### config.mk
export PLATFORM = sky130hd
export DESIGN_NAME = i3c_target_rx
export DESIGN_NICKNAME = d
export VERILOG_FILES = /design/src/common/i3c_pkg.sv /design/src/hdl/bus_monitor.sv /design/src/hdl/i3c_target_rx.sv /design/src/rx/bus_rx_flow.sv /design/src/rx/rx_framer.sv
export SDC_FILE = /design/constraint.sdc
export NUM_CORES = 1
export LEC_CHECK = 0
export ABC_AREA = 1
export BUFFER_PORTS_ARGS = -buffer_cell sky130_fd_sc_hd__buf_2
export CAP_MARGIN = 15
export CELL_PAD_IN_SITES_DETAIL_PLACEMENT = 0
export CELL_PAD_IN_SITES_GLOBAL_PLACEMENT = 1
export CORE_AREA = 2 2 116 62
export CTS_CLUSTER_SIZE = 8
export DETAILED_ROUTE_END_ITERATION = 7
export DIE_AREA = 0 0 118 64
export PLACE_DENSITY = 0.75
export SETUP_SLACK_MARGIN = 0.02
export SLEW_MARGIN = 20
export SYNTH_ARGS = -nofsm -noshare
export SYNTH_HDL_FRONTEND = slang
export SYNTH_SLANG_ARGS = --single-unit
### constraint.sdc
create_clock -name clk_i -period 6.7 [get_ports clk_i]
set_input_delay 0.67 -clock clk_i [delete_from_list [all_inputs] [get_ports clk_i]]
set_output_delay 0.67 -clock clk_i [all_outputs]
set_load 0.02 [all_outputs]
### src/common/i3c_pkg.sv
// SDR receive path only. Frames are 8 data bits plus one T or ACK bit, and the address is 7 bits.
package i3c_pkg;

  // Target address without the RnW bit
  typedef logic [6:0] addr_t;

  // Bus byte, MSB first on the wire
  typedef logic [7:0] byte_t;

  // Bit position inside a 9-bit frame
  typedef logic [3:0] bit_cnt_t;

  // 8 data bits followed by ACK or T bit
  localparam bit_cnt_t BitsPerFrame = 4'd9;

  // Broadcast address, always accepted
  localparam addr_t BroadcastAddr = 7'h7E;

  // Depth of the SCL/SDA input synchronizers
  localparam int unsigned SyncStages = 2;

  // Framer FSM
  typedef enum logic [1:0] {
    Idle,
    Addr,
    Data,
    Ignore
  } framer_state_e;

endpackage

### src/hdl/bus_monitor.sv
`timescale 1ns/10ps
// SCL and SDA are asynchronous inputs. Every condition pulse lags the line change by SyncStages + 1 clocks.
module bus_monitor (
  input  logic clk_i,
  input  logic rst_ni,
  input  logic scl_i,
  input  logic sda_i,
  output logic scl_posedge_o,
  output logic sda_o,
  output logic start_det_o,
  output logic rstart_det_o,
  output logic stop_det_o
);
  import i3c_pkg::*;

  logic [SyncStages-1:0] scl_sync_q;
  logic [SyncStages-1:0] sda_sync_q;
  logic                  scl_sync;
  logic                  sda_sync;
  logic                  scl_q;
  logic                  sda_q;
  logic                  scl_rise;
  logic                  scl_high;
  logic                  start;
  logic                  stop;
  logic                  busy_q;

  assign scl_sync = scl_sync_q[SyncStages-1];
  assign sda_sync = sda_sync_q[SyncStages-1];

  // Both lines idle high
  always_ff @(posedge clk_i or negedge rst_ni) begin
    if (!rst_ni) begin
      scl_sync_q <= '1;
      sda_sync_q <= '1;
      scl_q      <= 1'b1;
      sda_q      <= 1'b1;
    end else begin
      scl_sync_q <= {scl_sync_q[SyncStages-2:0], scl_i};
      sda_sync_q <= {sda_sync_q[SyncStages-2:0], sda_i};
      scl_q      <= scl_sync;
      sda_q      <= sda_sync;
    end
  end

  assign scl_rise = scl_sync & ~scl_q;
  assign scl_high = scl_sync & scl_q;

  // SDA edges while SCL is held high
  assign start = scl_high & sda_q & ~sda_sync;
  assign stop  = scl_high & ~sda_q & sda_sync;

  // sda_q lines up with the registered SCL edge
  assign sda_o = sda_q;

  always_ff @(posedge clk_i or negedge rst_ni) begin
    if (!rst_ni) begin
      busy_q        <= 1'b0;
      scl_posedge_o <= 1'b0;
      start_det_o   <= 1'b0;
      rstart_det_o  <= 1'b0;
      stop_det_o    <= 1'b0;
    end else begin
      scl_posedge_o <= scl_rise;
      start_det_o   <= start & ~busy_q;
      rstart_det_o  <= start & busy_q;
      stop_det_o    <= stop;
      if (start) begin
        busy_q <= 1'b1;
      end else if (stop) begin
        busy_q <= 1'b0;
      end
    end
  end

endmodule

### src/hdl/i3c_target_rx.sv
`timescale 1ns/10ps
// Receive only. The target never drives SDA, so the controller must supply ACK and T bits itself.
module i3c_target_rx (
  input  logic           clk_i,
  input  logic           rst_ni,
  input  logic           scl_i,
  input  logic           sda_i,
  input  i3c_pkg::addr_t sta_addr_i,
  input  i3c_pkg::addr_t dyn_addr_i,
  input  logic           dyn_addr_valid_i,
  input  logic           rx_ready_i,
  output logic           bus_start_o,
  output logic           bus_rstart_o,
  output logic           bus_stop_o,
  output i3c_pkg::byte_t bus_addr_o,
  output logic           bus_addr_valid_o,
  output logic           addr_match_o,
  output logic           rx_valid_o,
  output i3c_pkg::byte_t rx_data_o,
  output logic           parity_err_o,
  output logic           overflow_o
);
  import i3c_pkg::*;

  logic  scl_posedge;
  logic  sda_sync;
  logic  frame_start;
  logic  frame_valid;
  byte_t frame_byte;
  logic  frame_ninth;

  // Any START restarts framing
  assign frame_start = bus_start_o | bus_rstart_o;

  bus_monitor i_bus_monitor (
    .clk_i,
    .rst_ni,
    .scl_i,
    .sda_i,
    .scl_posedge_o (scl_posedge),
    .sda_o         (sda_sync),
    .start_det_o   (bus_start_o),
    .rstart_det_o  (bus_rstart_o),
    .stop_det_o    (bus_stop_o)
  );

  bus_rx_flow i_bus_rx_flow (
    .clk_i,
    .rst_ni,
    .scl_posedge_i (scl_posedge),
    .sda_i         (sda_sync),
    .frame_start_i (frame_start),
    .frame_valid_o (frame_valid),
    .frame_byte_o  (frame_byte),
    .frame_ninth_o (frame_ninth)
  );

  rx_framer i_rx_framer (
    .clk_i,
    .rst_ni,
    .start_det_i   (frame_start),
    .stop_det_i    (bus_stop_o),
    .frame_valid_i (frame_valid),
    .frame_byte_i  (frame_byte),
    .frame_ninth_i (frame_ninth),
    .sta_addr_i,
    .dyn_addr_i,
    .dyn_addr_valid_i,
    .rx_ready_i,
    .bus_addr_o,
    .bus_addr_valid_o,
    .addr_match_o,
    .rx_valid_o,
    .rx_data_o,
    .parity_err_o,
    .overflow_o
  );

endmodule

### src/rx/bus_rx_flow.sv
`timescale 1ns/10ps
// Expects synchronized inputs from bus_monitor. Frames are MSB first and are not checked for length at STOP.
module bus_rx_flow (
  input  logic           clk_i,
  input  logic           rst_ni,
  input  logic           scl_posedge_i,
  input  logic           sda_i,
  input  logic           frame_start_i,
  output logic           frame_valid_o,
  output i3c_pkg::byte_t frame_byte_o,
  output logic           frame_ninth_o
);
  import i3c_pkg::*;

  bit_cnt_t bit_cnt_q;
  byte_t    shift_q;
  logic     last_bit;

  assign last_bit = (bit_cnt_q == BitsPerFrame - bit_cnt_t'(1));

  // Bit counter wraps so frames can follow back to back
  always_ff @(posedge clk_i or negedge rst_ni) begin
    if (!rst_ni) begin
      bit_cnt_q     <= '0;
      frame_valid_o <= 1'b0;
    end else begin
      frame_valid_o <= 1'b0;
      if (frame_start_i) begin
        bit_cnt_q <= '0;
      end else if (scl_posedge_i) begin
        if (last_bit) begin
          bit_cnt_q     <= '0;
          frame_valid_o <= 1'b1;
        end else begin
          bit_cnt_q <= bit_cnt_q + bit_cnt_t'(1);
        end
      end
    end
  end

  always_ff @(posedge clk_i) begin
    if (scl_posedge_i) begin
      if (last_bit) begin
        // Ninth bit taken straight from SDA
        frame_byte_o  <= shift_q;
        frame_ninth_o <= sda_i;
      end else begin
        shift_q <= {shift_q[6:0], sda_i};
      end
    end
  end

endmodule

### src/rx/rx_framer.sv
`timescale 1ns/10ps
// Holds one received byte. Bytes that arrive while it is full are dropped and set the sticky overflow flag.
module rx_framer (
  input  logic           clk_i,
  input  logic           rst_ni,
  input  logic           start_det_i,
  input  logic           stop_det_i,
  input  logic           frame_valid_i,
  input  i3c_pkg::byte_t frame_byte_i,
  input  logic           frame_ninth_i,
  input  i3c_pkg::addr_t sta_addr_i,
  input  i3c_pkg::addr_t dyn_addr_i,
  input  logic           dyn_addr_valid_i,
  input  logic           rx_ready_i,
  output i3c_pkg::byte_t bus_addr_o,
  output logic           bus_addr_valid_o,
  output logic           addr_match_o,
  output logic           rx_valid_o,
  output i3c_pkg::byte_t rx_data_o,
  output logic           parity_err_o,
  output logic           overflow_o
);
  import i3c_pkg::*;

  framer_state_e state_q;
  framer_state_e state_d;
  addr_t         frame_addr;
  logic          frame_rnw;
  logic          addr_hit;
  logic          addr_frame;
  logic          data_frame;
  logic          parity_ok;
  logic          buf_free;
  logic          accept;

  assign frame_addr = frame_byte_i[7:1];
  assign frame_rnw  = frame_byte_i[0];

  // Dynamic address replaces the static one once assigned
  always_comb begin
    if (frame_addr == BroadcastAddr) begin
      addr_hit = 1'b1;
    end else if (dyn_addr_valid_i) begin
      addr_hit = (frame_addr == dyn_addr_i);
    end else begin
      addr_hit = (frame_addr == sta_addr_i);
    end
  end

  assign addr_frame = frame_valid_i & (state_q == Addr);
  assign data_frame = frame_valid_i & (state_q == Data);

  // Odd parity over byte and T bit
  assign parity_ok = ^{frame_byte_i, frame_ninth_i};
  assign buf_free  = ~rx_valid_o | rx_ready_i;
  assign accept    = data_frame & parity_ok & buf_free;

  always_comb begin
    state_d = state_q;
    case (state_q)
      Addr: begin
        if (frame_valid_i) begin
          state_d = (addr_hit && !frame_rnw) ? Data : Ignore;
        end
      end
      default: ;
    endcase
    if (stop_det_i) begin
      state_d = Idle;
    end
    if (start_det_i) begin
      state_d = Addr;
    end
  end

  always_ff @(posedge clk_i or negedge rst_ni) begin
    if (!rst_ni) begin
      state_q          <= Idle;
      bus_addr_valid_o <= 1'b0;
      addr_match_o     <= 1'b0;
      parity_err_o     <= 1'b0;
      rx_valid_o       <= 1'b0;
      overflow_o       <= 1'b0;
    end else begin
      state_q          <= state_d;
      bus_addr_valid_o <= addr_frame;
      addr_match_o     <= addr_frame & addr_hit;
      parity_err_o     <= data_frame & ~parity_ok;
      if (accept) begin
        rx_valid_o <= 1'b1;
      end else if (rx_ready_i) begin
        rx_valid_o <= 1'b0;
      end
      if (data_frame && parity_ok && !buf_free) begin
        overflow_o <= 1'b1;
      end
    end
  end

  always_ff @(posedge clk_i) begin
    if (addr_frame) begin
      bus_addr_o <= frame_byte_i;
    end
    if (accept) begin
      rx_data_o <= frame_byte_i;
    end
  end

endmodule

==> impl_metrics.json, run 1 <==
{
  "run_status": "finished, final reports clean",
  "grt_antenna_before_repair": 0,
  "post_synth_num_cell_types": 22,
  "rows": 21,
  "synthTopCellsByArea": "sky130_fd_sc_hd__edfxtp_1, sky130_fd_sc_hd__dfrtp_1, sky130_fd_sc_hd__nand2_1",
  "cts.root.buffer_cell": "sky130_fd_sc_hd__clkbuf_16",
  "setup-violations-final": 0,
  "commonest_register_cell_after_synthesis": "sky130_fd_sc_hd__edfxtp_1",
  "fp.coreArea_mm2": 0.00649,
  "die_width_um": 118,
  "slew_headroom": 0.452,
  "rr_worst_depth": 7,
  "clock_skew_ns": 0.00620,
  "layout_worst_path_cycle_share": 0.355,
  "yosys_warnings": 0,
  "peakVddDrop_mv": 0.111,
  "most_frequent_cell_after_synthesis": "sky130_fd_sc_hd__nand2_1",
  "vias_per_cell": 4.19,
  "crit_path_end_kind": "flip-flop",
  "power.switching_fraction": 0.213,
  "internal_power_mw": 0.587,
  "dr_total_vias": 1378,
  "grt_pass1_wl_mm": 6.56,
  "stdcell_count": 329,
  "route.final.wire_length_mm": 4.05,
  "syn_area_per_cell_um2": 11.8,
  "switchingPower_mw": 0.159,
  "detail_route.iter0.violations": 86,
  "synth_enable_flop_cells": 33,
  "share_seq_of_total_power": 0.541,
  "via_count_of_the_first_global_routing_pass": 1310,
  "globalplace.congestion": 0.768,
  "netlist_instances": 187,
  "clock-sinks": 56,
  "detail_route.drc_violations": 0,
  "share_clk_of_total_power": 0.377,
  "synth_area_mm2": 0.00221,
  "fin_hold_ws_ns": 0.345,
  "final.setup.tns_ns": 0,
  "synthesis.nets": 212,
  "share_of_synthesized_area_occupied_by_flip_flops_and_latches": 0.714,
  "fraction_of_synthesis_flops_using_an_asynchronous_set_or_reset_pin": 0.411,
  "largest_fanout_of_any_net_on_the_critical_path": 8,
  "h-tree-depth": 2,
  "max-cap-violations": 0,
  "setup_repair_after_global_routing_missed_its_margin": "no",
  "cp_data_required_time_ns": 6.62,
  "cellPowerDensity_mw_per_mm2": 277,
  "synth.top_cells.by_count": "sky130_fd_sc_hd__nand2_1, sky130_fd_sc_hd__edfxtp_1, sky130_fd_sc_hd__inv_1",
  "area_growth_pct": 22.1,
  "layout.filler_cells": 635,
  "maxClockFrequency_ghz": 0.420,
  "io_buffers": 43,
  "timing.rr.start": "i_bus_rx_flow.frame_byte_o[1]$_DFFE_PP_",
  "final_max_tran_viols": 0,
  "io_pins": 44,
  "numCtsBuffers": 5,
  "gr_overflow_total": 0,
  "die_h_um": 64,
  "power.static_leakage_nw": 1.23,
  "detail_route.wl_per_cell_um": 12.3,
  "tightestPinTransition_ns": 0.819,
  "design.die.area_mm2": 0.00755,
  "nNetsFinal": 261,
  "postCtsSetupBuffers": 0,
  "pwr-share-comb": 0.083,
  "worst_ep_arrival_time_ns": 2.30,
  "tritoncts": "done",
  "synthDominantAreaCellType": "sky130_fd_sc_hd__edfxtp_1",
  "track_usage": 0.118,
  "finalHoldViolations": 0,
  "setup.worst_path.start": "i_bus_rx_flow.frame_byte_o[1]$_DFFE_PP_",
  "hp-class": "in -> async",
  "initial_core_util": 0.340,
  "critPathKind": "reg -> reg",
  "grt_start_max_net_pins": 24,
  "timing.critical_path.from_type": "flip-flop",
  "max-clock-path-buffers": 2,
  "place_hpwl_mm": 3.17,
  "dp.cells": 321,
  "final_area_mm2": 0.00269,
  "post_route_cells_drive_above_1_share": 0.245,
  "firstDrtPassIters": 4,
  "flip_flop_and_latch_count_after_synthesis": 56,
  "cts_hold_buf": 0,
  "synth_top_area_frac": 0.449,
  "clk_latency_ns": 0.29,
  "postCtsResizedCells": 0,
  "place_area_mm2": 0.00252,
  "antenna-diode-count": 0,
  "period_minus_slack_ns": 2.38,
  "path_clk_slew_ns": 0.07,
  "drtAntennaViolNets": 0
}
==> cell type report <==
class	instances	area, um2	area share
clock buffers	5	125	0.0464
inverters	27	101	0.0376
clock inverters	3	37.5	0.0139
flip-flops and latches	56	1570	0.584
well taps	92	115	0.0427
repair buffers	43	215	0.0799
multi-input cells	103	526	0.195
==> worst max-delay path, stage by stage, from the launching register on <==
cell,delay (ns)
sky130_fd_sc_hd__edfxtp_1,0.44
sky130_fd_sc_hd__inv_1,0.12
sky130_fd_sc_hd__ha_1,0.25
sky130_fd_sc_hd__xnor2_1,0.21
sky130_fd_sc_hd__xnor2_1,0.16
sky130_fd_sc_hd__xor2_1,0.23
sky130_fd_sc_hd__nand2_1,0.09
sky130_fd_sc_hd__nor2_1,0.51
==> placed cells by master (no fill, tap or decap), types with 6 or more instances in the layout <==
cell / instances
sky130_fd_sc_hd__dfrtp_1: 17
sky130_fd_sc_hd__nor2_1: 14
sky130_fd_sc_hd__inv_1: 26
sky130_fd_sc_hd__nand2_1: 45
sky130_fd_sc_hd__edfxtp_1: 33
sky130_fd_sc_hd__nand3_1: 15
sky130_fd_sc_hd__dfstp_2: 6
sky130_fd_sc_hd__buf_2: 43
==> cell families after synthesis <==
logic type,synth area share
fa+ha+maj,0.0284
buf+inv,0.0510
xor+xnor,0.0278
flops,0.714
compound gates,0.0250
simple gates,0.154
==> routing by layer <==
metal / vias up / GRT usage / wire length [um]
met5: - / 0 / 0
met4: 0 / 0.0452 / 53
met3: 5 / 0.0482 / 328
met2: 49 / 0.144 / 1440
met1: 620 / 0.180 / 2230
li1: 704 / - / -
==> power by group through the flow <==
stage	logic (mW)	clock network, mW	registers (mW)
finish	0.0618	0.281	0.403
global route	0.0718	0.303	0.406
floorplan	0.0422	0	0.406
CTS	0.0614	0.291	0.403
global placement	0.0592	0	0.409
detailed placement	0.0614	0	0.409
==> worst paths after layout <==
kind | to | slack, ns
max | i_rx_framer.rx_data_o[0]$_DFFE_PP_ | 4.32
min | i_rx_framer.state_q[0]$_DFFE_PN0P_ | 0.35
max reg2reg | i_rx_framer.rx_data_o[0]$_DFFE_PP_ | 4.32
min reg2reg | i_bus_monitor.scl_sync_q[1]$_DFF_PN1_ | 0.35
max in group asynchronous | i_bus_monitor.sda_o$_DFF_PN1_ | 5.99
min in group clk_i | i_bus_monitor.scl_sync_q[1]$_DFF_PN1_ | 0.35
==> per-stage QoR <==
| stage | utilization | total power, mW | setup slack (ns) |
|---|---|---|---|
| 2_1_floorplan | - | 0.448 | 4.61 |
| 3_3_place_gp | 0.389 | 0.468 | 4.37 |
| 3_5_place_dp | 0.389 | 0.471 | 4.30 |
| 6_report | 0.415 | 0.746 | 4.32 |
| 4_1_cts | 0.414 | 0.755 | 4.29 |
| 5_1_grt | 0.415 | 0.781 | 4.11 |
==> registers in the layout (all words and copies together) (netlist names), 2 cells and up <==
name	count
i_rx_framer.state_q	2
i_bus_monitor.scl_sync_q	2
i_bus_rx_flow.frame_byte_o	8
i_bus_monitor.sda_sync_q	2
i_bus_rx_flow.shift_q	8
i_rx_framer.rx_data_o	8
i_bus_rx_flow.bit_cnt_q	4
i_rx_framer.bus_addr_o	8
Note: power is estimated with default switching activity, not from simulation.
==> inputs of run 2 (changes only) <==
--- a/config.mk
+++ b/config.mk
@@ -5,16 +5,16 @@
 export SDC_FILE = /design/constraint.sdc
 export NUM_CORES = 1
 export LEC_CHECK = 0
-export ABC_AREA = 1
+export ABC_AREA = 0
 export BUFFER_PORTS_ARGS = -buffer_cell sky130_fd_sc_hd__buf_2
 export CAP_MARGIN = 15
 export CELL_PAD_IN_SITES_DETAIL_PLACEMENT = 0
 export CELL_PAD_IN_SITES_GLOBAL_PLACEMENT = 1
-export CORE_AREA = 2 2 116 62
+export CORE_AREA = 2 2 114 61
 export CTS_CLUSTER_SIZE = 8
 export DETAILED_ROUTE_END_ITERATION = 7
-export DIE_AREA = 0 0 118 64
-export PLACE_DENSITY = 0.75
+export DIE_AREA = 0 0 116 63
+export PLACE_DENSITY = 0.73
 export SETUP_SLACK_MARGIN = 0.02
 export SLEW_MARGIN = 20
 export SYNTH_ARGS = -nofsm -noshare
==> constraint.sdc (replaced) <==
create_clock -name clk_i -period 2.2 [get_ports clk_i]
set_input_delay 0.22 -clock clk_i [delete_from_list [all_inputs] [get_ports clk_i]]
set_output_delay 0.22 -clock clk_i [all_outputs]
set_load 0.02 [all_outputs]
==> run 2 against run 1 <==
Compared with the run above: clock skew shrank 0.0029 ns; wire length shrank 8.2%; sequential power grew to 3.1 times the previous value; via count shrank 13%; global-route usage shrank 1.1 points; synthesized cell count shrank 26%; area after synthesis shrank 3.9%; cell area shrank 2.9%; register-to-register slack lost 4.1 ns; fmax grew 18%; critical path type unchanged; largest cell class unchanged.
==> impl_metrics.json, run 2 <==
{
  "layout_commonest_cell": "sky130_fd_sc_hd__buf_2",
  "postCtsSetupBuffers": 0,
  "clk_latency_ns": 0.29,
  "drtAntennaViolNets": 0,
  "largest_fanout_of_any_net_on_the_critical_path": 8,
  "yosys_warnings": 0,
  "finalHoldViolations": 0,
  "peakVddDrop_mv": 0.342,
  "post_synth_num_cell_types": 30,
  "synthesis.nets": 163,
  "clock-sinks": 56,
  "io_buffers": 43,
  "fin_hold_ws_ns": 0.0253,
  "cts.root.buffer_cell": "sky130_fd_sc_hd__clkbuf_16",
  "cellPowerDensity_mw_per_mm2": 834,
  "globalplace.congestion": 0.708,
  "detail_route.drc_violations": 0,
  "initial_core_util": 0.333,
  "most_frequent_cell_after_synthesis": "sky130_fd_sc_hd__edfxtp_1",
  "detail_route.iter0.violations": 55,
  "final.setup.tns_ns": 0,
  "synthTopCellsByArea": "sky130_fd_sc_hd__edfxtp_1, sky130_fd_sc_hd__dfrtp_1, sky130_fd_sc_hd__dfstp_2",
  "firstDrtPassIters": 6,
  "via_count_of_the_first_global_routing_pass": 1096,
  "hold-path-endpoint": "i_bus_monitor.sda_sync_q[0]$_DFF_PN1_",
  "die_width_um": 116,
  "cp_top_family": "XOR/XNOR gates",
  "whs_path_depth": 1,
  "layout_worst_path_cycle_share": 0.914,
  "dr_total_vias": 1200,
  "share_of_synthesized_area_occupied_by_flip_flops_and_latches": 0.743,
  "flip_flop_and_latch_count_after_synthesis": 56,
  "critPathKind": "reg -> reg",
  "layout.filler_cells": 593,
  "die_h_um": 63,
  "synthDominantAreaCellType": "sky130_fd_sc_hd__edfxtp_1",
  "final_max_tran_viols": 0,
  "setup_repair_after_global_routing_missed_its_margin": "no",
  "run_status": "finished, final reports clean",
  "maxClockFrequency_ghz": 0.498,
  "timing.critical_path.from_type": "flip-flop",
  "h-tree-depth": 2,
  "syn_area_per_cell_um2": 15.4,
  "critPathBufInv": 2,
  "io_pins": 44,
  "gr_overflow_total": 0,
  "setup_slack_ns": 0.190,
  "setup-violations-final": 0,
  "post_route_cells_drive_above_1_share": 0.323,
  "route.final.wire_length_mm": 3.72,
  "antenna-diode-count": 0,
  "hp-class": "in -> reg",
  "slew_headroom": 0.668,
  "tightestPinTransition_ns": 0.498,
  "path_clk_slew_ns": 0.07,
  "synth_enable_flop_cells": 33,
  "netlist_instances": 138,
  "max-cap-violations": 0,
  "most_used_cell_cp": "sky130_fd_sc_hd__xnor2_1",
  "hold_sp": "sda_i",
  "numCtsBuffers": 5,
  "area_growth_pct": 23.4,
  "max-clock-path-buffers": 2,
  "place_hpwl_mm": 2.76,
  "clock_skew_ns": 0.00332,
  "commonest_register_cell_after_synthesis": "sky130_fd_sc_hd__edfxtp_1",
  "grt_start_max_net_pins": 24,
  "power.static_leakage_nw": 1.09,
  "tritoncts": "done",
  "grt_pass1_wl_mm": 5.66,
  "vias_per_cell": 4.23,
  "track_usage": 0.107,
  "setup.reg_to_reg.worst_slack_ns": 0.19,
  "synth.top_cells.by_count": "sky130_fd_sc_hd__edfxtp_1, sky130_fd_sc_hd__dfrtp_1, sky130_fd_sc_hd__xnor2_1",
  "worstPathCellList": "inv_1, ha_1, xnor2_1, xnor2_1, xnor2_1, nand2_1, nor2b_1, buf_4",
  "slowest_stage": "sky130_fd_sc_hd__edfxtp_1",
  "synth_top_area_frac": 0.468,
  "cp_data_required_time_ns": 2.20,
  "rows": 21,
  "highest_count_cells_in_the_layout_ignoring_fill_and_taps": "sky130_fd_sc_hd__buf_2, sky130_fd_sc_hd__edfxtp_1, sky130_fd_sc_hd__dfrtp_1, sky130_fd_sc_hd__xnor2_1",
  "rr_worst_depth": 8,
  "grt_antenna_before_repair": 0,
  "period_minus_slack_ns": 2.01,
  "synth_area_mm2": 0.00212,
  "fp.coreArea_mm2": 0.00636,
  "slowest_stage_delay_cp_ns": 0.43,
  "regToRegEndpoint": "i_rx_framer.rx_data_o[6]$_DFFE_PP_",
  "fraction_of_synthesis_flops_using_an_asynchronous_set_or_reset_pin": 0.411,
  "design.die.area_mm2": 0.00731,
  "worst_ep_arrival_time_ns": 2.01,
  "place_worst_setup_slack_ns": 0.183,
  "timing.rr.start": "i_bus_rx_flow.frame_byte_o[1]$_DFFE_PP_",
  "nNetsFinal": 216,
  "detail_route.wl_per_cell_um": 13.1,
  "crit_path_end_kind": "flip-flop"
}
## run 2: cell count changes after synthesis, moves of 3 or more
cell | before | now
sky130_fd_sc_hd__nand3_1 | 15 | 1
sky130_fd_sc_hd__a21oi_1 | 2 | 5
sky130_fd_sc_hd__xor2_1 | 3 | 0
sky130_fd_sc_hd__o21ai_0 | 5 | 2
sky130_fd_sc_hd__xnor2_1 | 4 | 12
sky130_fd_sc_hd__nor2_1 | 14 | 11
sky130_fd_sc_hd__inv_1 | 26 | 5
sky130_fd_sc_hd__nand2_1 | 45 | 11
sky130_fd_sc_hd__mux2i_1 | 0 | 8
## run 2: logic make-up (layout without fill, tap and decap cells)
kind of cell,count (synthesis),in the layout,synth area share
AND/OR/NAND/NOR,38,38,0.0862
flip-flops,56,56,0.743
XOR/XNOR,12,12,0.0496
multiplexers,8,8,0.0378
adder cells (fa/ha/maj),5,5,0.0295
AO/OA/AOI/OAI,12,12,0.0384
buffers and inverters,7,61,0.0159
## run 2: layout make-up
type                       count  area (um2)  area share
clock buffer                   6         129      0.0493
clock inverter                 2        11.3     0.00431
inverter                       5        18.8     0.00718
multi-input combinational     75         512       0.196
sequential                    56        1570       0.602
tap                           92         115      0.0440
timing repair buffer          48         255      0.0976
## run 2: worst max-delay path by stage
stage                     slack [ns]                               startpoint  depth (start not counted)                                 end
after detailed placement        0.18  i_bus_rx_flow.frame_byte_o[1]$_DFFE_PP_                          8  i_rx_framer.rx_data_o[6]$_DFFE_PP_
final                           0.19  i_bus_rx_flow.frame_byte_o[1]$_DFFE_PP_                          8  i_rx_framer.rx_data_o[6]$_DFFE_PP_
after global placement          0.21                         dyn_addr_valid_i                          6  i_rx_framer.addr_match_o$_DFF_PN0_
after floorplan                 0.12  i_bus_rx_flow.frame_byte_o[3]$_DFFE_PP_                          6  i_rx_framer.rx_data_o[0]$_DFFE_PP_
after global routing            0.08  i_bus_rx_flow.frame_byte_o[1]$_DFFE_PP_                          8  i_rx_framer.rx_data_o[6]$_DFFE_PP_
after CTS                       0.17  i_bus_rx_flow.frame_byte_o[1]$_DFFE_PP_                          8  i_rx_framer.rx_data_o[6]$_DFFE_PP_
## run 2: through the flow
stage / utilization / area, um2 / total power [mW] / std cells
after floorplan: - / 2120 / 1.37 / 138
after global placement: 0.388 / 2460 / 1.44 / 275
after detailed placement: 0.388 / 2460 / 1.44 / 275
after CTS: 0.411 / 2620 / 2.21 / 284
after global routing: 0.411 / 2620 / 2.29 / 284
final: 0.411 / 2620 / 2.18 / 284
## run 2: layer usage
| metal | global-route usage | up-vias | routed length, um |
|---|---|---|---|
| met2 | 0.124 | 37 | 1330 |
| met1 | 0.167 | 563 | 2050 |
| met4 | 0.0357 | 0 | 50 |
| met3 | 0.0524 | 8 | 283 |
| met5 | 0 | - | 0 |
| li1 | - | 592 | - |
## run 2: repair_timing
| action | in CTS | in global routing |
|---|---|---|
| hold buffers | 1 | 0 |
| gates resized for setup | 0 | 0 |
| hold endpoints to repair | 17 | 0 |
## run 2: power breakdown
part	leakage [nW]	internal (mW)	switching (mW)	total, mW
Clock	0.0645	0.419	0.337	0.755
Sequential	0.591	1.18	0.0638	1.25
Combinational	0.432	0.0844	0.0943	0.179
## run 2: worst reg2reg max path, cell delays in order, from the launching register on
cell and delay [ns]:
sky130_fd_sc_hd__edfxtp_1 0.43, sky130_fd_sc_hd__inv_1 0.07, sky130_fd_sc_hd__ha_1 0.30, sky130_fd_sc_hd__xnor2_1 0.18, sky130_fd_sc_hd__xnor2_1 0.15, sky130_fd_sc_hd__xnor2_1 0.16
sky130_fd_sc_hd__nand2_1 0.13, sky130_fd_sc_hd__nor2b_1 0.13, sky130_fd_sc_hd__buf_4 0.18
